### config.mk
export PLATFORM = sky130hd
export DESIGN_NAME = me_top
export DESIGN_NICKNAME = d
export VERILOG_FILES = /design/src/hdl/me_pkg.sv /design/src/hdl/me_ctrl.sv /design/src/hdl/me_operand_regs.sv /design/src/hdl/me_top.sv /design/src/hdl/mont_mul.sv
export VERILOG_INCLUDE_DIRS = /design/src /design/src/hdl
export SDC_FILE = /design/constraint.sdc
export NUM_CORES = 1
export LEC_CHECK = 0
export ABC_AREA = 1
export BUFFER_PORTS_ARGS = -buffer_cell sky130_fd_sc_hd__buf_2
export CORE_ASPECT_RATIO = 1.2
export CORE_UTILIZATION = 45
export CTS_BUF_LIST = sky130_fd_sc_hd__clkbuf_8 sky130_fd_sc_hd__clkbuf_16
export DETAILED_ROUTE_END_ITERATION = 12
export SYNTH_ARGS = -nofsm -noshare
export SYNTH_HDL_FRONTEND = slang
export SYNTH_SLANG_ARGS = --single-unit
### constraint.sdc
create_clock -name clk -period 7.6 [get_ports clk]
set_input_delay 0.38 -clock clk [delete_from_list [all_inputs] [get_ports clk]]
set_output_delay 0.38 -clock clk [all_outputs]
set_load 0.05 [all_outputs]
### src/hdl/me_config.svh
/*
 * Build-time constants for the modular exponentiation core.
 * Include wherever the operand width, the modulus or rho is needed.
 */

`ifndef ME_CONFIG_SVH
`define ME_CONFIG_SVH

// operand width, R = 2^ME_WIDTH
`define ME_WIDTH 32

// odd prime modulus, R mod m = 5
`define ME_MODULUS 32'hfffffffb

// R^2 mod m
`define ME_RHO 32'd25

`endif

### src/hdl/me_pkg.sv
/*
 * Shared types for the modular exponentiation core.
 * Referenced through scoped names only.
 */

package me_pkg;

    `include "me_config.svh"

    // operand, residue or result
    typedef logic [`ME_WIDTH-1:0] operand_t;

    // montgomery accumulator, two guard bits
    typedef logic [`ME_WIDTH+1:0] acc_t;

    // exponent bits or multiplier iterations
    typedef logic [$clog2(`ME_WIDTH):0] bit_cnt_t;

    typedef enum logic [2:0] {
        ST_IDLE,
        ST_INIT_R,
        ST_TO_MONT,
        ST_SQUARE,
        ST_MULTIPLY,
        ST_FINAL
    } me_state_t;

endpackage

### src/hdl/me_ctrl.sv
/*
 * Controller for x^y mod m, left-to-right square-and-multiply.
 * Sequences the Montgomery steps, walks the exponent MSB first and
 * produces the busy level and the done pulse.
 */

`timescale 1ns/1ps
`include "me_config.svh"

module me_ctrl (
    input  logic              clk,
    input  logic              rst_n,
    input  logic              start,
    input  me_pkg::operand_t  y,
    input  logic              mul_done,
    output logic              mul_start,
    output logic              done,
    output logic              busy,
    output me_pkg::me_state_t state
);

    localparam me_pkg::bit_cnt_t LAST_BIT = me_pkg::bit_cnt_t'(`ME_WIDTH - 1);

    me_pkg::me_state_t state_next;
    me_pkg::operand_t  exp_q;
    me_pkg::bit_cnt_t  bit_cnt;
    logic              exp_msb;
    logic              last_bit;
    logic              bit_done;
    logic              launch;

    assign exp_msb  = exp_q[`ME_WIDTH-1];
    assign last_bit = (bit_cnt == LAST_BIT);

    // current exponent bit is finished
    assign bit_done = mul_done &&
                      ((state == me_pkg::ST_SQUARE && !exp_msb) ||
                       state == me_pkg::ST_MULTIPLY);

    // every state entry, square re-entry included, starts one multiply
    assign launch = (state == me_pkg::ST_IDLE) ? start
                                               : (mul_done && state != me_pkg::ST_FINAL);

    assign busy = (state != me_pkg::ST_IDLE);

    // --------------------
    // next state
    // --------------------
    always_comb begin
        state_next = state;
        case (state)
            me_pkg::ST_IDLE: begin
                if (start) begin
                    state_next = me_pkg::ST_INIT_R;
                end
            end
            me_pkg::ST_INIT_R: begin
                if (mul_done) begin
                    state_next = me_pkg::ST_TO_MONT;
                end
            end
            me_pkg::ST_TO_MONT: begin
                if (mul_done) begin
                    state_next = me_pkg::ST_SQUARE;
                end
            end
            me_pkg::ST_SQUARE: begin
                if (mul_done) begin
                    if (exp_msb) begin
                        state_next = me_pkg::ST_MULTIPLY;
                    end else if (last_bit) begin
                        state_next = me_pkg::ST_FINAL;
                    end
                end
            end
            me_pkg::ST_MULTIPLY: begin
                if (mul_done) begin
                    state_next = last_bit ? me_pkg::ST_FINAL : me_pkg::ST_SQUARE;
                end
            end
            me_pkg::ST_FINAL: begin
                if (mul_done) begin
                    state_next = me_pkg::ST_IDLE;
                end
            end
            default: begin
                state_next = me_pkg::ST_IDLE;
            end
        endcase
    end

    always_ff @(posedge clk or negedge rst_n) begin
        if (!rst_n) begin
            state     <= me_pkg::ST_IDLE;
            bit_cnt   <= '0;
            mul_start <= 1'b0;
            done      <= 1'b0;
        end else begin
            state     <= state_next;
            mul_start <= launch;
            done      <= mul_done && state == me_pkg::ST_FINAL;
            if (state == me_pkg::ST_IDLE) begin
                bit_cnt <= '0;
            end else if (bit_done) begin
                bit_cnt <= bit_cnt + 1'b1;
            end
        end
    end

    // exponent shifts left, msb is the bit in work
    always_ff @(posedge clk) begin
        if (state == me_pkg::ST_IDLE && start) begin
            exp_q <= y;
        end else if (bit_done) begin
            exp_q <= exp_q << 1;
        end
    end

endmodule

### src/hdl/me_operand_regs.sv
/*
 * Working registers of the exponentiation and the multiplier operand mux.
 * result2 holds x in Montgomery form, result_q the running value, and
 * result the last finished answer.
 */

`timescale 1ns/1ps
`include "me_config.svh"

module me_operand_regs (
    input  logic              clk,
    input  logic              rst_n,
    input  logic              start,
    input  me_pkg::operand_t  x,
    input  me_pkg::me_state_t state,
    input  logic              mul_done,
    input  me_pkg::operand_t  mul_res,
    output me_pkg::operand_t  a,
    output me_pkg::operand_t  b,
    output me_pkg::operand_t  result
);

    localparam me_pkg::operand_t RHO = `ME_RHO;
    localparam me_pkg::operand_t ONE = me_pkg::operand_t'(1);

    me_pkg::operand_t x_q;
    me_pkg::operand_t result2_q;
    me_pkg::operand_t result_q;

    always_ff @(posedge clk) begin
        if (start && state == me_pkg::ST_IDLE) begin
            x_q <= x;
        end
    end

    always_ff @(posedge clk) begin
        if (mul_done) begin
            if (state == me_pkg::ST_TO_MONT) begin
                result2_q <= mul_res;
            end else begin
                result_q <= mul_res;
            end
        end
    end

    // only the final conversion reaches the output
    always_ff @(posedge clk or negedge rst_n) begin
        if (!rst_n) begin
            result <= '0;
        end else if (mul_done && state == me_pkg::ST_FINAL) begin
            result <= mul_res;
        end
    end

    // --------------------
    // operand select
    // --------------------
    always_comb begin
        a = result_q;
        b = ONE;
        case (state)
            me_pkg::ST_INIT_R: begin
                a = RHO;
                b = ONE;
            end
            me_pkg::ST_TO_MONT: begin
                a = x_q;
                b = RHO;
            end
            me_pkg::ST_SQUARE: begin
                b = result_q;
            end
            me_pkg::ST_MULTIPLY: begin
                b = result2_q;
            end
            default: begin
            end
        endcase
    end

endmodule

### src/hdl/me_top.sv
/*
 * Modular exponentiation top, result = x^y mod m.
 * Pulse start with x and y while busy is low; done marks the result.
 */

`timescale 1ns/1ps

module me_top (
    input  logic             clk,
    input  logic             rst_n,
    input  logic             start,
    input  me_pkg::operand_t x,
    input  me_pkg::operand_t y,
    output me_pkg::operand_t result,
    output logic             done,
    output logic             busy
);

    logic              mul_start;
    logic              mul_done;
    me_pkg::me_state_t state;
    me_pkg::operand_t  mul_a;
    me_pkg::operand_t  mul_b;
    me_pkg::operand_t  mul_res;

    me_ctrl u_ctrl (
        .clk       (clk),
        .rst_n     (rst_n),
        .start     (start),
        .y         (y),
        .mul_done  (mul_done),
        .mul_start (mul_start),
        .done      (done),
        .busy      (busy),
        .state     (state)
    );

    me_operand_regs u_regs (
        .clk      (clk),
        .rst_n    (rst_n),
        .start    (start),
        .x        (x),
        .state    (state),
        .mul_done (mul_done),
        .mul_res  (mul_res),
        .a        (mul_a),
        .b        (mul_b),
        .result   (result)
    );

    mont_mul u_mul (
        .clk   (clk),
        .rst_n (rst_n),
        .start (mul_start),
        .a     (mul_a),
        .b     (mul_b),
        .done  (mul_done),
        .res   (mul_res)
    );

endmodule

### src/hdl/mont_mul.sv
/*
 * Bit-serial radix-2 Montgomery multiplier, res = a*b*R^-1 mod m.
 * A start pulse while idle latches a and b; done pulses with res valid
 * ME_WIDTH+1 cycles later. b must be below m.
 */

`timescale 1ns/1ps
`include "me_config.svh"

module mont_mul (
    input  logic             clk,
    input  logic             rst_n,
    input  logic             start,
    input  me_pkg::operand_t a,
    input  me_pkg::operand_t b,
    output logic             done,
    output me_pkg::operand_t res
);

    localparam me_pkg::operand_t MODULUS   = `ME_MODULUS;
    localparam me_pkg::bit_cnt_t LAST_ITER = me_pkg::bit_cnt_t'(`ME_WIDTH - 1);

    logic             busy_q;
    me_pkg::bit_cnt_t iter_cnt;
    me_pkg::operand_t a_q;
    me_pkg::operand_t b_q;
    me_pkg::acc_t     acc_q;
    me_pkg::acc_t     acc_add;
    me_pkg::acc_t     acc_sum;
    me_pkg::acc_t     acc_sub;

    // --------------------
    // one iteration
    // --------------------
    always_comb begin
        acc_add = acc_q + (a_q[0] ? me_pkg::acc_t'(b_q) : '0);
        // make it even so the halving is exact
        acc_sum = acc_add + (acc_add[0] ? me_pkg::acc_t'(MODULUS) : '0);
    end

    // acc stays below 2m, one subtraction is enough
    assign acc_sub = acc_q - me_pkg::acc_t'(MODULUS);
    assign res     = (acc_q >= me_pkg::acc_t'(MODULUS)) ? acc_sub[`ME_WIDTH-1:0]
                                                        : acc_q[`ME_WIDTH-1:0];

    always_ff @(posedge clk or negedge rst_n) begin
        if (!rst_n) begin
            busy_q   <= 1'b0;
            iter_cnt <= '0;
            done     <= 1'b0;
        end else begin
            done <= 1'b0;
            if (start && !busy_q) begin
                busy_q   <= 1'b1;
                iter_cnt <= '0;
            end else if (busy_q) begin
                iter_cnt <= iter_cnt + 1'b1;
                if (iter_cnt == LAST_ITER) begin
                    busy_q <= 1'b0;
                    done   <= 1'b1;
                end
            end
        end
    end

    always_ff @(posedge clk) begin
        if (start && !busy_q) begin
            a_q   <= a;
            b_q   <= b;
            acc_q <= '0;
        end else if (busy_q) begin
            // lsb first through a
            a_q   <= a_q >> 1;
            acc_q <= acc_sum >> 1;
        end
    end

endmodule

Word level (Yosys, flattened, before mapping)
Index checks and enable logic that the tools add are counted.
{ "op_classes": {"add_sub_neg": 5, "order_cmp": 1, "eq_ne": 15, "mux": 30, "bitwise": 1, "reduce_logical": 17} }
{ "op_table": {"columns": ["operator", "n"], "rows": [
  ["32-bit 2-to-1 mux", 7],
  ["32-bit case mux with 3 select lines", 1],
  ["32-bit case mux with 2 select lines", 1],
  ["33-bit by 32-bit adder with 34-bit output", 1],
  ["34-bit adder", 1],
  ["33-bit by 32-bit >= comparator with 1-bit output (second input constant)", 1],
  ["32-bit subtractor (second input constant)", 1],
  ["3-bit 2-to-1 mux", 9],
  ["6-bit 2-to-1 mux", 4],
  ["3-bit case mux with 6 select lines", 1],
  ["6-bit by 1-bit adder with 6-bit output (second input constant)", 2],
  ["6-bit by 5-bit equality test with 1-bit output (second input constant)", 2],
  ["2-bit by 1-bit != test with 1-bit output (second input constant)", 5],
  ["1-bit 2-to-1 mux", 7],
  ["7-bit AND reduction", 1],
  ["3-bit by 2-bit equality test with 1-bit output (second input constant)", 2],
  ["3-bit equality test (second input constant)", 2],
  ["1-bit logical AND", 6],
  ["2-bit nonzero test", 3],
  ["2-bit AND reduction", 2],
  ["3-bit by 1-bit equality test with 1-bit output (second input constant)", 1],
  ["3-bit zero test", 1],
  ["3-bit by 1-bit != test with 1-bit output (second input constant)", 1],
  ["3-bit != test (second input constant)", 1],
  ["other kinds (5)", 6]
]} }
{ "word_totals": {"regBits": 276, "input_bits": 67, "out_inout_bits": 34} }

Logic depth before layout (Yosys ltp)
Gate-level depths: netlist of the first run.
{ "logic_depth": {"depth_word": 6, "mapped_depth": 28} }

Cells and area by module
Synthesis of the first run repeated with hierarchy kept, for this count alone.
{ "hier_totals": {"cells_unflattened": 1963, "area_unflattened_um2": 16036.6} }
{ "by_module_without_submodules": {"columns": ["mod", "n_inst", "cells_per_inst", "area_per_inst_um2"], "rows": [
  ["mont_mul", 1, 1279, 8782.2],
  ["me_operand_regs", 1, 450, 5116.2],
  ["me_ctrl", 1, 234, 2138.3]
]} }

Worst setup path after synthesis of the first run
No wires, ideal clock.
{ "synth_timing": {"kind": "reg2reg", "from": "register u_mul.a_q[0]", "to": "register u_mul.acc_q[26]", "setup_ns": 0.119, "arrival_time_ns": 3.466, "t_required_ns": 7.481, "setup_slack_ns": 4.016, "stages_incl_launch_ff": 24, "period_less_slack_ns": 3.584, "path_cell_list": "edfxtp_1 -> clkbuf_1 -> nand2_1 -> inv_1 -> ha_1 -> or2_2 -> nand3_1 -> nand2_1 -> nand2_1 -> nand2_1 -> a21oi_1 -> o21ai_0 -> a21oi_1 -> xnor2_1 -> ha_1 -> nand2_1 -> nor4_1 -> nand3_1 -> nand3_1 -> nand2_1 -> nand2_1 -> a21oi_1 -> o21ai_0 -> nand2_1"} }
{ "synth_via": {"elab_chain_cells": 4} }
{ "synth_rtl": {"columns": ["item", "line_no", "text"], "rows": [
  ["start, declared", "mont_mul.sv:25", "me_pkg::operand_t a_q;"],
  ["start signal, assigned", "mont_mul.sv:73", "a_q <= a_q >> 1;"],
  ["32-bit 2-to-1 mux (*)", "mont_mul.sv:36", "acc_add = acc_q + (a_q[0] ? me_pkg::acc_t'(b_q) : '0);"],
  ["33-bit by 32-bit adder with 34-bit output (*)", "mont_mul.sv:36", null],
  ["32-bit 2-to-1 mux", "mont_mul.sv:38", "acc_sum = acc_add + (acc_add[0] ? me_pkg::acc_t'(MODULUS) : '0);"],
  ["34-bit adder (*)", "mont_mul.sv:38", null],
  ["end signal, assigned", "mont_mul.sv:74", "acc_q <= acc_sum >> 1;"],
  ["end, declared", "mont_mul.sv:27", "me_pkg::acc_t acc_q;"]
]} }
Mark *: on every way between the ends. The rest lies on a longest branch, timed or not.
A chain may end at the register's enable or synchronous reset.

Worst setup path in the final report of the first run
{ "layout_timing": {"from": "register u_mul.a_q[0]", "to": "register u_mul.acc_q[22]"} }
The elaborated chain is that of the path after synthesis.

==> flow_results.xml, run 1 <==
<?xml version="1.0" encoding="UTF-8"?>
<metrics>
  <group name="global_route">
    <metric name="met1_grt_util" unit="%">34.14</metric>
    <metric name="number_of_antenna_violations_at_the_first_check_in_global_routing" unit="">1</metric>
    <metric name="grt.busiest_layer" unit="">met2</metric>
    <metric name="gr-usage-all-layers" unit="%">25.82</metric>
    <metric name="grt_start_max_net_pins" unit="">64</metric>
    <metric name="grt.met2_usage" unit="%">43.95</metric>
    <metric name="grt_first_pass_wirelength" unit="mm">69.90</metric>
    <metric name="gr-total-overflow" unit="">0</metric>
    <metric name="grt_pass1_vias" unit="">12900</metric>
    <metric name="groute.layer.met3.usage" unit="%">2.547</metric>
  </group>
  <group name="timing">
    <metric name="maxSlewViolCount" unit="">0</metric>
    <metric name="timing_worst_slew_pin_value" unit="ns">1.245</metric>
    <metric name="finClkSkew" unit="ns">0.01759</metric>
    <metric name="setup_viol" unit="">0</metric>
    <metric name="fmaxAchievable" unit="MHz">186.1</metric>
    <metric name="grt_setup_unrepaired" unit="">false</metric>
    <metric name="layout_min_cycle_time" unit="ns">5.373</metric>
    <metric name="hold_violations" unit="">0</metric>
    <metric name="relSlewSlack" unit="%">17.02</metric>
    <metric name="layout_worst_path_cycle_share" unit="%">70.69</metric>
    <metric name="setup-tns-final" unit="ns">0</metric>
  </group>
  <group name="finish">
    <metric name="layout-drive-gt1-share" unit="%">11.86</metric>
    <metric name="n_antenna_cell" unit="">0</metric>
    <metric name="area.growth.synth_to_final" unit="%">14.61</metric>
    <metric name="design.final.nets" unit="">2092</metric>
    <metric name="num-fill-cells" unit="">3268</metric>
    <metric name="final_cell_area" unit="µm²">17940</metric>
  </group>
  <group name="synthesis">
    <metric name="post_synthesis_sequential_element_count" unit="">276</metric>
    <metric name="most_area_consuming_cells_after_synthesis" unit="">edfxtp_1, nand2_1, dfrtp_1</metric>
    <metric name="synth_fp_nets" unit="">1962</metric>
    <metric name="synthDominantAreaCellType" unit="">edfxtp_1</metric>
    <metric name="synth-seq-area-share" unit="%">49.21</metric>
    <metric name="synth_top_area_share" unit="%">36.84</metric>
    <metric name="yosysWarningCount" unit="">0</metric>
    <metric name="ys_async_sr_fraction" unit="%">18.48</metric>
    <metric name="synth_ff_type" unit="">edfxtp_1</metric>
    <metric name="syn-instance-count" unit="">1828</metric>
    <metric name="syn_area_per_cell" unit="µm²">8.562</metric>
    <metric name="synth_enable_flop_cells" unit="">192</metric>
    <metric name="netlist_area_before_placement" unit="µm²">15650</metric>
    <metric name="synthDistinctLibCells" unit="">54</metric>
  </group>
  <group name="critical_path">
    <metric name="regToRegSetupSlack" unit="ns">2.23</metric>
    <metric name="cp_data_required_time" unit="ns">7.99</metric>
    <metric name="crit_path_start" unit="">u_mul.a_q[0]$_DFFE_PP_</metric>
    <metric name="timing.reg2reg.worst_path_depth" unit="">19</metric>
    <metric name="critical_path.endpoint_type" unit="">register</metric>
    <metric name="worstReg2RegStart" unit="">u_mul.a_q[0]$_DFFE_PP_</metric>
    <metric name="worst-endpoint-arrival" unit="ns">5.76</metric>
    <metric name="critical_path_peak_fanout" unit="">32</metric>
    <metric name="critical_path_class" unit="">register to register</metric>
    <metric name="start_kind" unit="">register</metric>
  </group>
  <group name="clock_network">
    <metric name="cts_inserted_buffers" unit="">30</metric>
    <metric name="clockBufferDepth" unit="">3</metric>
    <metric name="cts.sink_count" unit="">276</metric>
    <metric name="clk_pin_slew_worst_paths" unit="ns">0.06</metric>
    <metric name="root_buffer" unit="">clkbuf_16</metric>
    <metric name="cts_max_level" unit="">1</metric>
    <metric name="clock_latency" unit="ns">0.57</metric>
    <metric name="cts_tree" unit="">built</metric>
  </group>
  <group name="placement">
    <metric name="hpwl" unit="mm">33.82</metric>
    <metric name="io_buffer_count" unit="">100</metric>
    <metric name="postPlaceCellArea" unit="µm²">16580</metric>
    <metric name="finalWeightedCongestion" unit="">1.035</metric>
  </group>
  <group name="worst_hold_path">
    <metric name="worstHoldPathCells" unit="">3</metric>
    <metric name="min_path_type" unit="">input pin to register</metric>
    <metric name="hold_wc_startpoint" unit="">y[15]</metric>
  </group>
  <group name="floorplanning">
    <metric name="floorplan.die.width" unit="µm">172.2</metric>
    <metric name="dieHeight" unit="µm">206.3</metric>
    <metric name="initial_core_util" unit="%">45.81</metric>
    <metric name="fp.dieArea" unit="µm²">35530</metric>
    <metric name="design.core.area" unit="µm²">34170</metric>
    <metric name="rows" unit="">74</metric>
    <metric name="io-pin-count" unit="">101</metric>
  </group>
  <group name="detailed_routing">
    <metric name="detailedRoute.firstIterationViolations" unit="">707</metric>
    <metric name="drt_drc_violations_left" unit="">0</metric>
    <metric name="drt-wirelength-per-cell" unit="µm">18.42</metric>
    <metric name="detail_route.vias_per_cell" unit="">5.350</metric>
    <metric name="detail_route.wirelength" unit="mm">44.90</metric>
    <metric name="vias" unit="">13040</metric>
    <metric name="drt_pre_antenna_iters" unit="">7</metric>
    <metric name="antenna_left" unit="">0</metric>
  </group>
  <group name="job">
    <metric name="timing.max_cap.violations" unit="">0</metric>
  </group>
  <group name="status">
    <metric name="status" unit="">finished clean</metric>
  </group>
</metrics>
## per-layer routing
metal	wire (µm)	share of wire, %
met1	20310	45
met2	21350	48
met3	1735	3.9
met4	1483	3.3
met5	12	0.027
## cell usage after synthesis, drive strengths merged, types with 3 or more instances
master and n:
nand2 565, edfxtp 192, inv 185, nor2 154
a21oi 150, o21ai 112, ha 66, dfrtp 51
xor2 48, nand3 46, clkbuf 35, dfxtp 33
nor3 32, a32o 26, nand4 19, a21o 15
xnor2 14, buf 13, nor4 10, o21bai 7
a31oi 6, a22o 5, o22ai 5, or2 5
and3 4, o21a 4, o2111ai 3, o211ai 3
## area by class of cell
| class | count | area [µm²] | share of cell area [%] |
|---|---|---|---|
| clock inverters | 22 | 214.0 | 1.193 |
| clock buffers | 34 | 817.0 | 4.555 |
| well taps | 456 | 570.5 | 3.181 |
| inverters | 186 | 698.2 | 3.892 |
| multi-input cells | 1318 | 7007 | 39.06 |
| flip-flops and latches | 276 | 7702 | 42.94 |
| repair buffers | 146 | 928.4 | 5.176 |
## metrics by stage
stage          setup slack, ns  hold slack [ns]  std cells  util (%)
6_report                 2.227          0.07756       2438     52.50
5_1_grt                  1.845          0.06189       2438     52.50
4_1_cts                  2.358          0.04858       2438     52.50
3_5_place_dp             2.386           0.4603       2349     48.52
3_3_place_gp             2.338           0.4512       2349     48.52
2_1_floorplan            4.016          0.08441       1828         -
## flip-flops by register name, summed over array words and instances, names as in the netlist
signal            flops
u_ctrl.mul_start      1
u_regs.result_q      32
u_regs.result2_q     32
u_mul.acc_q          33
u_mul.busy_q          1
u_mul.done            1
u_regs.x_q           32
u_mul.iter_cnt        6
u_ctrl.bit_cnt        6
u_mul.b_q            32
u_ctrl.exp_q         32
u_ctrl.state          3
u_ctrl.done           1
u_regs.result        32
u_mul.a_q            32
## critical path: stages, from the launching register on
cell      delay (ns)
edfxtp_1        1.03
nand2_1         0.10
inv_1           0.10
ha_1            0.23
fa_1            0.26
nand2_1         0.07
nand2_1         0.09
nand2_1         0.08
o21bai_1        0.33
nand4_1         0.14
o211ai_1        0.26
xor2_1          0.16
ha_1            0.46
nand2_1         0.15
nor4_1          0.80
nand3_1         0.22
nand3_1         0.26
a21oi_1         0.09
o21ai_0         0.22
o21ai_0         0.15
## repair_timing
action | 4_1_cts | 5_1_grt
resized for setup | 0 | 0
endpoints found under the setup margin | 0 | 0
hold endpoints to repair | 83 | 0
setup buffers | 0 | 0
hold buffers | 33 | 0
## cells by family after synthesis
| group | after synthesis | share of synthesized area (%) |
|---|---|---|
| compound gates | 350 | 13.69 |
| xor+xnor | 62 | 3.469 |
| fa+ha+maj | 67 | 5.404 |
| buf+inv | 234 | 6.132 |
| flops | 276 | 49.21 |
| mux | 1 | 0.06396 |
| simple gates | 838 | 22.03 |
## layout by cell type (no fill, tap or decap), types with 3 or more instances in the layout
cell,instances
inv_2,7
dfxtp_1,33
o21ai_2,25
nand3_1,44
o21a_1,4
ha_1,66
nand4_1,19
xor2_1,48
clkbuf_8,3
and3_1,4
o21ai_0,85
a32o_1,26
a21oi_1,150
xnor2_1,14
dlygate4sd3_1,33
clkbuf_16,31
inv_1,185
o211ai_1,3
buf_4,13
o2111ai_1,3
o22ai_1,5
nor2_1,146
nor4_1,10
a21o_1,15
clkinv_1,4
a22o_1,5
nor2_2,5
or2_2,3
buf_2,100
a31oi_1,6
clkinv_2,4
bufinv_16,4
nand2_2,28
o21bai_1,7
dfrtp_1,51
nor3_1,32
edfxtp_1,192
nor2_4,3
nand2_1,537
## final timing paths
check,end
max reg2reg,u_mul.acc_q[22]$_SDFFE_PP0P_
min reg2reg,u_mul.done$_DFF_PN0_
max,u_mul.acc_q[22]$_SDFFE_PP0P_
min in group asynchronous,u_ctrl.bit_cnt[2]$_DFFE_PN0P_
max in group asynchronous,u_ctrl.done$_DFF_PN0_
min,u_ctrl.exp_q[15]$_DFFE_PP_
Power of run 1 is left out: the tool's default activity adds up to more than one toggle a clock period on the data nets, which glitch-free logic cannot reach.
==> run 2, diff against run 1 <==
==> constraint.sdc (replaced) <==
create_clock -name clk -period 4.95 [get_ports clk]
set_input_delay 0.2475 -clock clk [delete_from_list [all_inputs] [get_ports clk]]
set_output_delay 0.2475 -clock clk [all_outputs]
set_load 0.05 [all_outputs]
==> run 2 against run 1 <==
Net effect: setup slack got worse by 1.9 ns; critical endpoint unchanged; final area grew 1.8%; hold slack improved by 0.23 ns; via count increased by 2.2%.
==> flow_results.xml, run 2 (synthesized netlist as in run 1, its figures left out) <==
<?xml version="1.0" encoding="UTF-8"?>
<metrics>
  <group name="status">
    <metric name="status" unit="">finished clean</metric>
  </group>
  <group name="critical_path">
    <metric name="worstReg2RegStart" unit="">u_mul.a_q[0]$_DFFE_PP_</metric>
    <metric name="start_kind" unit="">register</metric>
    <metric name="timing.rr.end" unit="">u_mul.acc_q[22]$_SDFFE_PP0P_</metric>
    <metric name="timing.reg2reg.worst_path_depth" unit="">18</metric>
    <metric name="worst-endpoint-arrival" unit="ns">5.02</metric>
    <metric name="critical_path.endpoint_type" unit="">register</metric>
    <metric name="critical_path_peak_fanout" unit="">14</metric>
    <metric name="cp_data_required_time" unit="ns">5.37</metric>
    <metric name="regToRegSetupSlack" unit="ns">0.34</metric>
    <metric name="critical_path_class" unit="">register to register</metric>
  </group>
  <group name="floorplanning">
    <metric name="design.core.area" unit="µm²">34170</metric>
    <metric name="io-pin-count" unit="">101</metric>
    <metric name="rows" unit="">74</metric>
    <metric name="fp.dieArea" unit="µm²">35530</metric>
    <metric name="initial_core_util" unit="%">45.81</metric>
    <metric name="floorplan.die.width" unit="µm">172.2</metric>
    <metric name="dieHeight" unit="µm">206.3</metric>
  </group>
  <group name="global_route">
    <metric name="grt_start_max_net_pins" unit="">64</metric>
    <metric name="number_of_antenna_violations_at_the_first_check_in_global_routing" unit="">0</metric>
    <metric name="grt_pass1_vias" unit="">13260</metric>
    <metric name="gr-usage-all-layers" unit="%">26.56</metric>
    <metric name="grt_first_pass_wirelength" unit="mm">71.99</metric>
    <metric name="gr-total-overflow" unit="">0</metric>
  </group>
  <group name="placement">
    <metric name="postPlaceCellArea" unit="µm²">16630</metric>
    <metric name="io_buffer_count" unit="">100</metric>
    <metric name="finalWeightedCongestion" unit="">0.9749</metric>
    <metric name="pre_cts_slack" unit="ns">-0.00008971</metric>
    <metric name="hpwl" unit="mm">34.72</metric>
    <metric name="dpl.cell_count" unit="">2355</metric>
  </group>
  <group name="job">
    <metric name="timing.max_cap.violations" unit="">0</metric>
  </group>
  <group name="clock_network">
    <metric name="cts.sink_count" unit="">276</metric>
    <metric name="cts_inserted_buffers" unit="">30</metric>
    <metric name="clk_pin_slew_worst_paths" unit="ns">0.06</metric>
    <metric name="root_buffer" unit="">clkbuf_16</metric>
    <metric name="clockBufferDepth" unit="">3</metric>
    <metric name="cts_tree" unit="">built</metric>
    <metric name="clock_latency" unit="ns">0.57</metric>
    <metric name="cts_max_level" unit="">1</metric>
  </group>
  <group name="detailed_routing">
    <metric name="detailedRoute.firstIterationViolations" unit="">874</metric>
    <metric name="drt_drc_violations_left" unit="">0</metric>
    <metric name="detail_route.wirelength" unit="mm">45.98</metric>
    <metric name="antenna_left" unit="">0</metric>
    <metric name="drt-wirelength-per-cell" unit="µm">18.57</metric>
    <metric name="vias" unit="">13330</metric>
    <metric name="drt_pre_antenna_iters" unit="">5</metric>
    <metric name="detail_route.vias_per_cell" unit="">5.383</metric>
  </group>
  <group name="timing">
    <metric name="layout_min_cycle_time" unit="ns">4.605</metric>
    <metric name="relSlewSlack" unit="%">19.29</metric>
    <metric name="maxSlewViolCount" unit="">0</metric>
    <metric name="finClkSkew" unit="ns">0.01899</metric>
    <metric name="hold_violations" unit="">0</metric>
    <metric name="grt_setup_unrepaired" unit="">false</metric>
    <metric name="layout_worst_path_cycle_share" unit="%">93.03</metric>
    <metric name="timing_worst_slew_pin_value" unit="ns">1.211</metric>
    <metric name="setup_slack" unit="ns">0.3448</metric>
    <metric name="setup_viol" unit="">0</metric>
    <metric name="fmaxAchievable" unit="MHz">217.1</metric>
  </group>
  <group name="finish">
    <metric name="area.growth.synth_to_final" unit="%">16.65</metric>
    <metric name="design.final.nets" unit="">2130</metric>
    <metric name="finalCoreUtilization" unit="%">53.44</metric>
    <metric name="top_register" unit="">u_mul.acc_q</metric>
    <metric name="largest_reg_flops" unit="">33</metric>
    <metric name="final_cell_area" unit="µm²">18260</metric>
    <metric name="layout-drive-gt1-share" unit="%">11.88</metric>
    <metric name="n_antenna_cell" unit="">0</metric>
    <metric name="mostFrequentLayoutCell" unit="">nand2_1</metric>
    <metric name="mostFrequentLayoutCells" unit="">nand2_1, edfxtp_1, inv_1</metric>
    <metric name="post_layout_nonfiller_instances" unit="">2476</metric>
  </group>
  <group name="worst_hold_path">
    <metric name="hold_path_end" unit="">u_ctrl.mul_start$_DFF_PN0_</metric>
    <metric name="hold_wc_startpoint" unit="">start</metric>
    <metric name="worstHoldPathCells" unit="">4</metric>
    <metric name="min_path_type" unit="">input pin to register</metric>
  </group>
</metrics>
[run 2: changes by cell type in the layout (fill, tap and decap cells not counted), moves of 2 or more]
| cell | delta |
|---|---|
| buf_4 | +6 |
| bufinv_16 | -3 |
| inv_1 | +5 |
| clkinv_1 | -3 |
| dlygate4sd3_1 | +32 |
| clkinv_4 | +2 |
[run 2: cell type report]
cell class	count	area (µm²)
Fill cell	3191	15910
Sequential cell	276	7702
Multi-Input combinational cell	1318	7027
Timing Repair Buffer	184	1294
Clock buffer	35	830.8
Inverter	186	698.2
Tap cell	456	570.5
Clock inverter	21	135.1
[run 2: stage by stage]
step | setup TNS (ns) | hold WS, ns
6_report | 0 | 0.3069
5_1_grt | 0 | 0.3284
4_1_cts | 0 | 0.2819
3_5_place_dp | -0.00008971 | 0.4256
3_3_place_gp | 0 | 0.4198
2_1_floorplan | 0 | -0.04809
[run 2: repair_timing]
| action | 4_1_cts | 5_1_grt |
|---|---|---|
| resized for setup | 1 | 2 |
| setup buffers | 0 | 0 |
| endpoints found under the setup margin | 2 | 5 |
| hold buffers | 65 | 0 |
| hold endpoints to repair | 115 | 0 |
| gates cloned | 0 | 0 |
[run 2: how the worst max path moves through the flow]
stage,startpoint,to,slack (ns)
finish,u_mul.a_q[0]$_DFFE_PP_,u_mul.acc_q[22]$_SDFFE_PP0P_,0.34
global route,u_mul.a_q[0]$_DFFE_PP_,u_mul.acc_q[22]$_SDFFE_PP0P_,0.04
CTS,u_mul.a_q[0]$_DFFE_PP_,u_mul.acc_q[26]$_SDFFE_PP0P_,0.26
detailed placement,u_mul.a_q[0]$_DFFE_PP_,u_mul.acc_q[26]$_SDFFE_PP0P_,-0.00009
global placement,u_mul.a_q[0]$_DFFE_PP_,u_mul.acc_q[26]$_SDFFE_PP0P_,0.04
floorplan,u_mul.a_q[0]$_DFFE_PP_,u_mul.acc_q[26]$_SDFFE_PP0P_,1.37
[run 2: critical path: stages (launching register included)]
cell and delay [ns]:
edfxtp_1 0.51, buf_4 0.25, nand2_1 0.08, inv_1 0.05
ha_1 0.35, nand2_1 0.14, nor4_1 0.61, a21oi_1 0.22
inv_1 0.15, a21oi_1 0.09, xnor2_1 0.18, ha_1 0.37
nand2_1 0.16, nor4_4 0.43, nand3_1 0.17, nand3_1 0.25
a21oi_1 0.09, o21ai_0 0.21, o21ai_0 0.15
[run 2: metal layers]
| metal | up-vias | track usage, % | part of all wire [%] |
|---|---|---|---|
| met5 | - | 0 | 0 |
| met4 | 0 | 9.418 | 3.5 |
| met3 | 89 | 2.719 | 4.0 |
| met2 | 349 | 44.53 | 47 |
| met1 | 6361 | 35.56 | 45 |
| li1 | 6530 | - | - |
Power of run 2 is left out for the same reason.
==> run 3, diff against run 2 <==
--- a/config.mk
+++ b/config.mk
@@ -8,10 +8,13 @@
 export LEC_CHECK = 0
 export ABC_AREA = 1
 export BUFFER_PORTS_ARGS = -buffer_cell sky130_fd_sc_hd__buf_2
+export CELL_PAD_IN_SITES_DETAIL_PLACEMENT = 1
+export CELL_PAD_IN_SITES_GLOBAL_PLACEMENT = 2
 export CORE_ASPECT_RATIO = 1.2
-export CORE_UTILIZATION = 45
+export CORE_UTILIZATION = 38
 export CTS_BUF_LIST = sky130_fd_sc_hd__clkbuf_8 sky130_fd_sc_hd__clkbuf_16
 export DETAILED_ROUTE_END_ITERATION = 12
+export PLACE_DENSITY_LB_ADDON = 0.1
 export SYNTH_ARGS = -nofsm -noshare
 export SYNTH_HDL_FRONTEND = slang
 export SYNTH_SLANG_ARGS = --single-unit
==> run 3 against run 2 <==
Net effect: final area grew 0.62%; highest routed layer unchanged; critical endpoint unchanged; global-route usage shrank 1.7 points; count of clock-buffer cells in the layout fell by 3; die area is 18% higher.
==> flow_results.xml, run 3 (synthesized netlist as in run 1, its figures left out) <==
<?xml version="1.0" encoding="UTF-8"?>
<metrics>
  <group name="clock_network">
    <metric name="clk_pin_slew_worst_paths" unit="ns">0.07</metric>
    <metric name="cts_inserted_buffers" unit="">29</metric>
    <metric name="post_cts_buffers" unit="">0</metric>
    <metric name="clock_latency" unit="ns">0.58</metric>
    <metric name="root_buffer" unit="">clkbuf_16</metric>
    <metric name="clockBufferDepth" unit="">3</metric>
    <metric name="cts_tree" unit="">built</metric>
    <metric name="cts_max_level" unit="">1</metric>
    <metric name="cts.sink_count" unit="">276</metric>
  </group>
  <group name="timing">
    <metric name="timing_worst_slew_pin_value" unit="ns">1.232</metric>
    <metric name="setup-tns-final" unit="ns">0</metric>
    <metric name="layout_worst_path_cycle_share" unit="%">92.08</metric>
    <metric name="hold_violations" unit="">0</metric>
    <metric name="finClkSkew" unit="ns">0.03122</metric>
    <metric name="fmaxAchievable" unit="MHz">219.4</metric>
    <metric name="grt_setup_unrepaired" unit="">false</metric>
    <metric name="setup_viol" unit="">0</metric>
    <metric name="relSlewSlack" unit="%">17.75</metric>
    <metric name="maxSlewViolCount" unit="">0</metric>
    <metric name="layout_min_cycle_time" unit="ns">4.558</metric>
    <metric name="setup_slack" unit="ns">0.3922</metric>
  </group>
  <group name="floorplanning">
    <metric name="io-pin-count" unit="">101</metric>
    <metric name="rows" unit="">81</metric>
    <metric name="floorplan.die.width" unit="µm">187.3</metric>
    <metric name="initial_core_util" unit="%">38.51</metric>
    <metric name="dieHeight" unit="µm">224.3</metric>
    <metric name="fp.dieArea" unit="µm²">42010</metric>
    <metric name="design.core.area" unit="µm²">40640</metric>
  </group>
  <group name="global_route">
    <metric name="grt_pass1_vias" unit="">13970</metric>
    <metric name="grt_first_pass_wirelength" unit="mm">80.27</metric>
    <metric name="grt_start_max_net_pins" unit="">65</metric>
    <metric name="gr-total-overflow" unit="">0</metric>
    <metric name="number_of_antenna_violations_at_the_first_check_in_global_routing" unit="">0</metric>
    <metric name="gr-usage-all-layers" unit="%">24.81</metric>
  </group>
  <group name="detailed_routing">
    <metric name="detailedRoute.firstIterationViolations" unit="">589</metric>
    <metric name="dr_wl_met3" unit="mm">1.311</metric>
    <metric name="antenna_left" unit="">0</metric>
    <metric name="drt-wirelength-per-cell" unit="µm">20.31</metric>
    <metric name="drt_pre_antenna_iters" unit="">5</metric>
    <metric name="dr.max_layer_used" unit="">met4</metric>
    <metric name="detail_route.wirelength" unit="mm">52.06</metric>
    <metric name="detail_route.vias_per_cell" unit="">5.185</metric>
    <metric name="vias" unit="">13290</metric>
    <metric name="detail_route.wirelength.met1" unit="mm">23.20</metric>
    <metric name="drt_drc_violations_left" unit="">0</metric>
    <metric name="routed-wl-met2" unit="mm">25.84</metric>
  </group>
  <group name="critical_path">
    <metric name="critical-path-max-stage-delay" unit="ns">0.43</metric>
    <metric name="cp_data_required_time" unit="ns">5.36</metric>
    <metric name="timing.rr.end" unit="">u_mul.acc_q[22]$_SDFFE_PP0P_</metric>
    <metric name="timing.critical_path.mode_cell" unit="">nand2_1</metric>
    <metric name="critical_path_buf_inv_count" unit="">2</metric>
    <metric name="cp_delay_by_family_top" unit="">compound AO/OA/AOI/OAI gates</metric>
    <metric name="critical_path_peak_fanout" unit="">29</metric>
    <metric name="worst-endpoint-arrival" unit="ns">4.97</metric>
    <metric name="crit_slowest_cell" unit="">edfxtp_1</metric>
    <metric name="worstReg2RegStart" unit="">u_mul.a_q[0]$_DFFE_PP_</metric>
    <metric name="regToRegSetupSlack" unit="ns">0.39</metric>
    <metric name="crit_path_cell_trace" unit="">buf_4 &gt; nand2_1 &gt; inv_1 &gt; fa_1 &gt; nand2_1 &gt; nand2_1 &gt; nand3_1 &gt; nand2_1 &gt; nand2_1 &gt; nand2_1 &gt; a21oi_1 &gt; o21ai_0 &gt; a21oi_1 &gt; xnor2_1 &gt; ha_1 &gt; a21oi_1 &gt; o21ai_0 &gt; a21oi_1 &gt; nand3_1 &gt; o21ai_0 &gt; o21ai_0</metric>
    <metric name="critical_path_class" unit="">register to register</metric>
    <metric name="timing.reg2reg.worst_path_depth" unit="">21</metric>
    <metric name="critical_path.endpoint_type" unit="">register</metric>
    <metric name="crit_path_start" unit="">u_mul.a_q[0]$_DFFE_PP_</metric>
    <metric name="start_kind" unit="">register</metric>
  </group>
  <group name="finish">
    <metric name="top_register" unit="">u_mul.acc_q</metric>
    <metric name="design.final.nets" unit="">2135</metric>
    <metric name="mostFrequentLayoutCell" unit="">nand2_1</metric>
    <metric name="area.growth.synth_to_final" unit="%">17.37</metric>
    <metric name="final_cell_area" unit="µm²">18370</metric>
    <metric name="largest_reg_flops" unit="">33</metric>
    <metric name="n_antenna_cell" unit="">0</metric>
    <metric name="mostFrequentLayoutCells" unit="">nand2_1, edfxtp_1, inv_1</metric>
    <metric name="layout-drive-gt1-share" unit="%">12.35</metric>
    <metric name="num-fill-cells" unit="">4803</metric>
  </group>
  <group name="worst_hold_path">
    <metric name="hold_wc_startpoint" unit="">start</metric>
    <metric name="hold_path_end" unit="">u_ctrl.mul_start$_DFF_PN0_</metric>
    <metric name="min_path_type" unit="">input pin to register</metric>
    <metric name="worstHoldPathCells" unit="">4</metric>
  </group>
  <group name="placement">
    <metric name="postPlaceCellArea" unit="µm²">16770</metric>
    <metric name="io_buffer_count" unit="">100</metric>
    <metric name="finalWeightedCongestion" unit="">0.8920</metric>
    <metric name="hpwl" unit="mm">39.49</metric>
    <metric name="pre_cts_slack" unit="ns">-0.01430</metric>
  </group>
  <group name="job">
    <metric name="timing.max_cap.violations" unit="">0</metric>
  </group>
  <group name="status">
    <metric name="status" unit="">finished clean</metric>
  </group>
</metrics>
==> run 3: per-layer routing <==
| layer | up-vias | track usage, % |
|---|---|---|
| met5 | - | 0 |
| met2 | 214 | 44.54 |
| met4 | 0 | 8.567 |
| met3 | 78 | 2.325 |
| li1 | 6513 | - |
| met1 | 6485 | 31.08 |
==> run 3: timing repair <==
action / CTS / global route
gates resized for setup: 0 / 3
hold endpoints to repair: 115 / 0
setup endpoints to repair: 0 / 7
hold buffers: 65 / 0
==> run 3: cell type report <==
cell class              count  area, µm²  area share, %
clock buffers              32      767.0          4.175
multi-input cells        1318       7019          38.21
clock inverters            22      170.2         0.9263
well taps                 539      674.4          3.671
repair buffers            190       1339          7.288
flip-flops and latches    276       7702          41.93
inverters                 186      698.2          3.801
==> run 3: worst max path at each step <==
stage | to | cells after the start
after floorplan | u_mul.acc_q[26]$_SDFFE_PP0P_ | 23
after global placement | u_mul.acc_q[22]$_SDFFE_PP0P_ | 18
after detailed placement | u_mul.acc_q[22]$_SDFFE_PP0P_ | 18
after CTS | u_mul.acc_q[22]$_SDFFE_PP0P_ | 18
after global routing | u_mul.acc_q[26]$_SDFFE_PP0P_ | 22
final | u_mul.acc_q[22]$_SDFFE_PP0P_ | 21
==> run 3: tightest hold or removal path, cell delays in order <==
cell     delay, ns
buf_2         0.10
nand2_1       0.05
buf_4         0.24
o21ai_0       0.16
==> run 3: stage by stage <==
| stage | util, % | hold slack, ns | cells |
|---|---|---|---|
| after floorplan | - | -0.04809 | 1828 |
| after global placement | 41.26 | 0.4240 | 2444 |
| after detailed placement | 41.26 | 0.4258 | 2444 |
| after CTS | 45.17 | 0.3093 | 2563 |
| after global routing | 45.20 | 0.3708 | 2563 |
| final | 45.20 | 0.3351 | 2563 |
Power of run 3 is left out for the same reason.
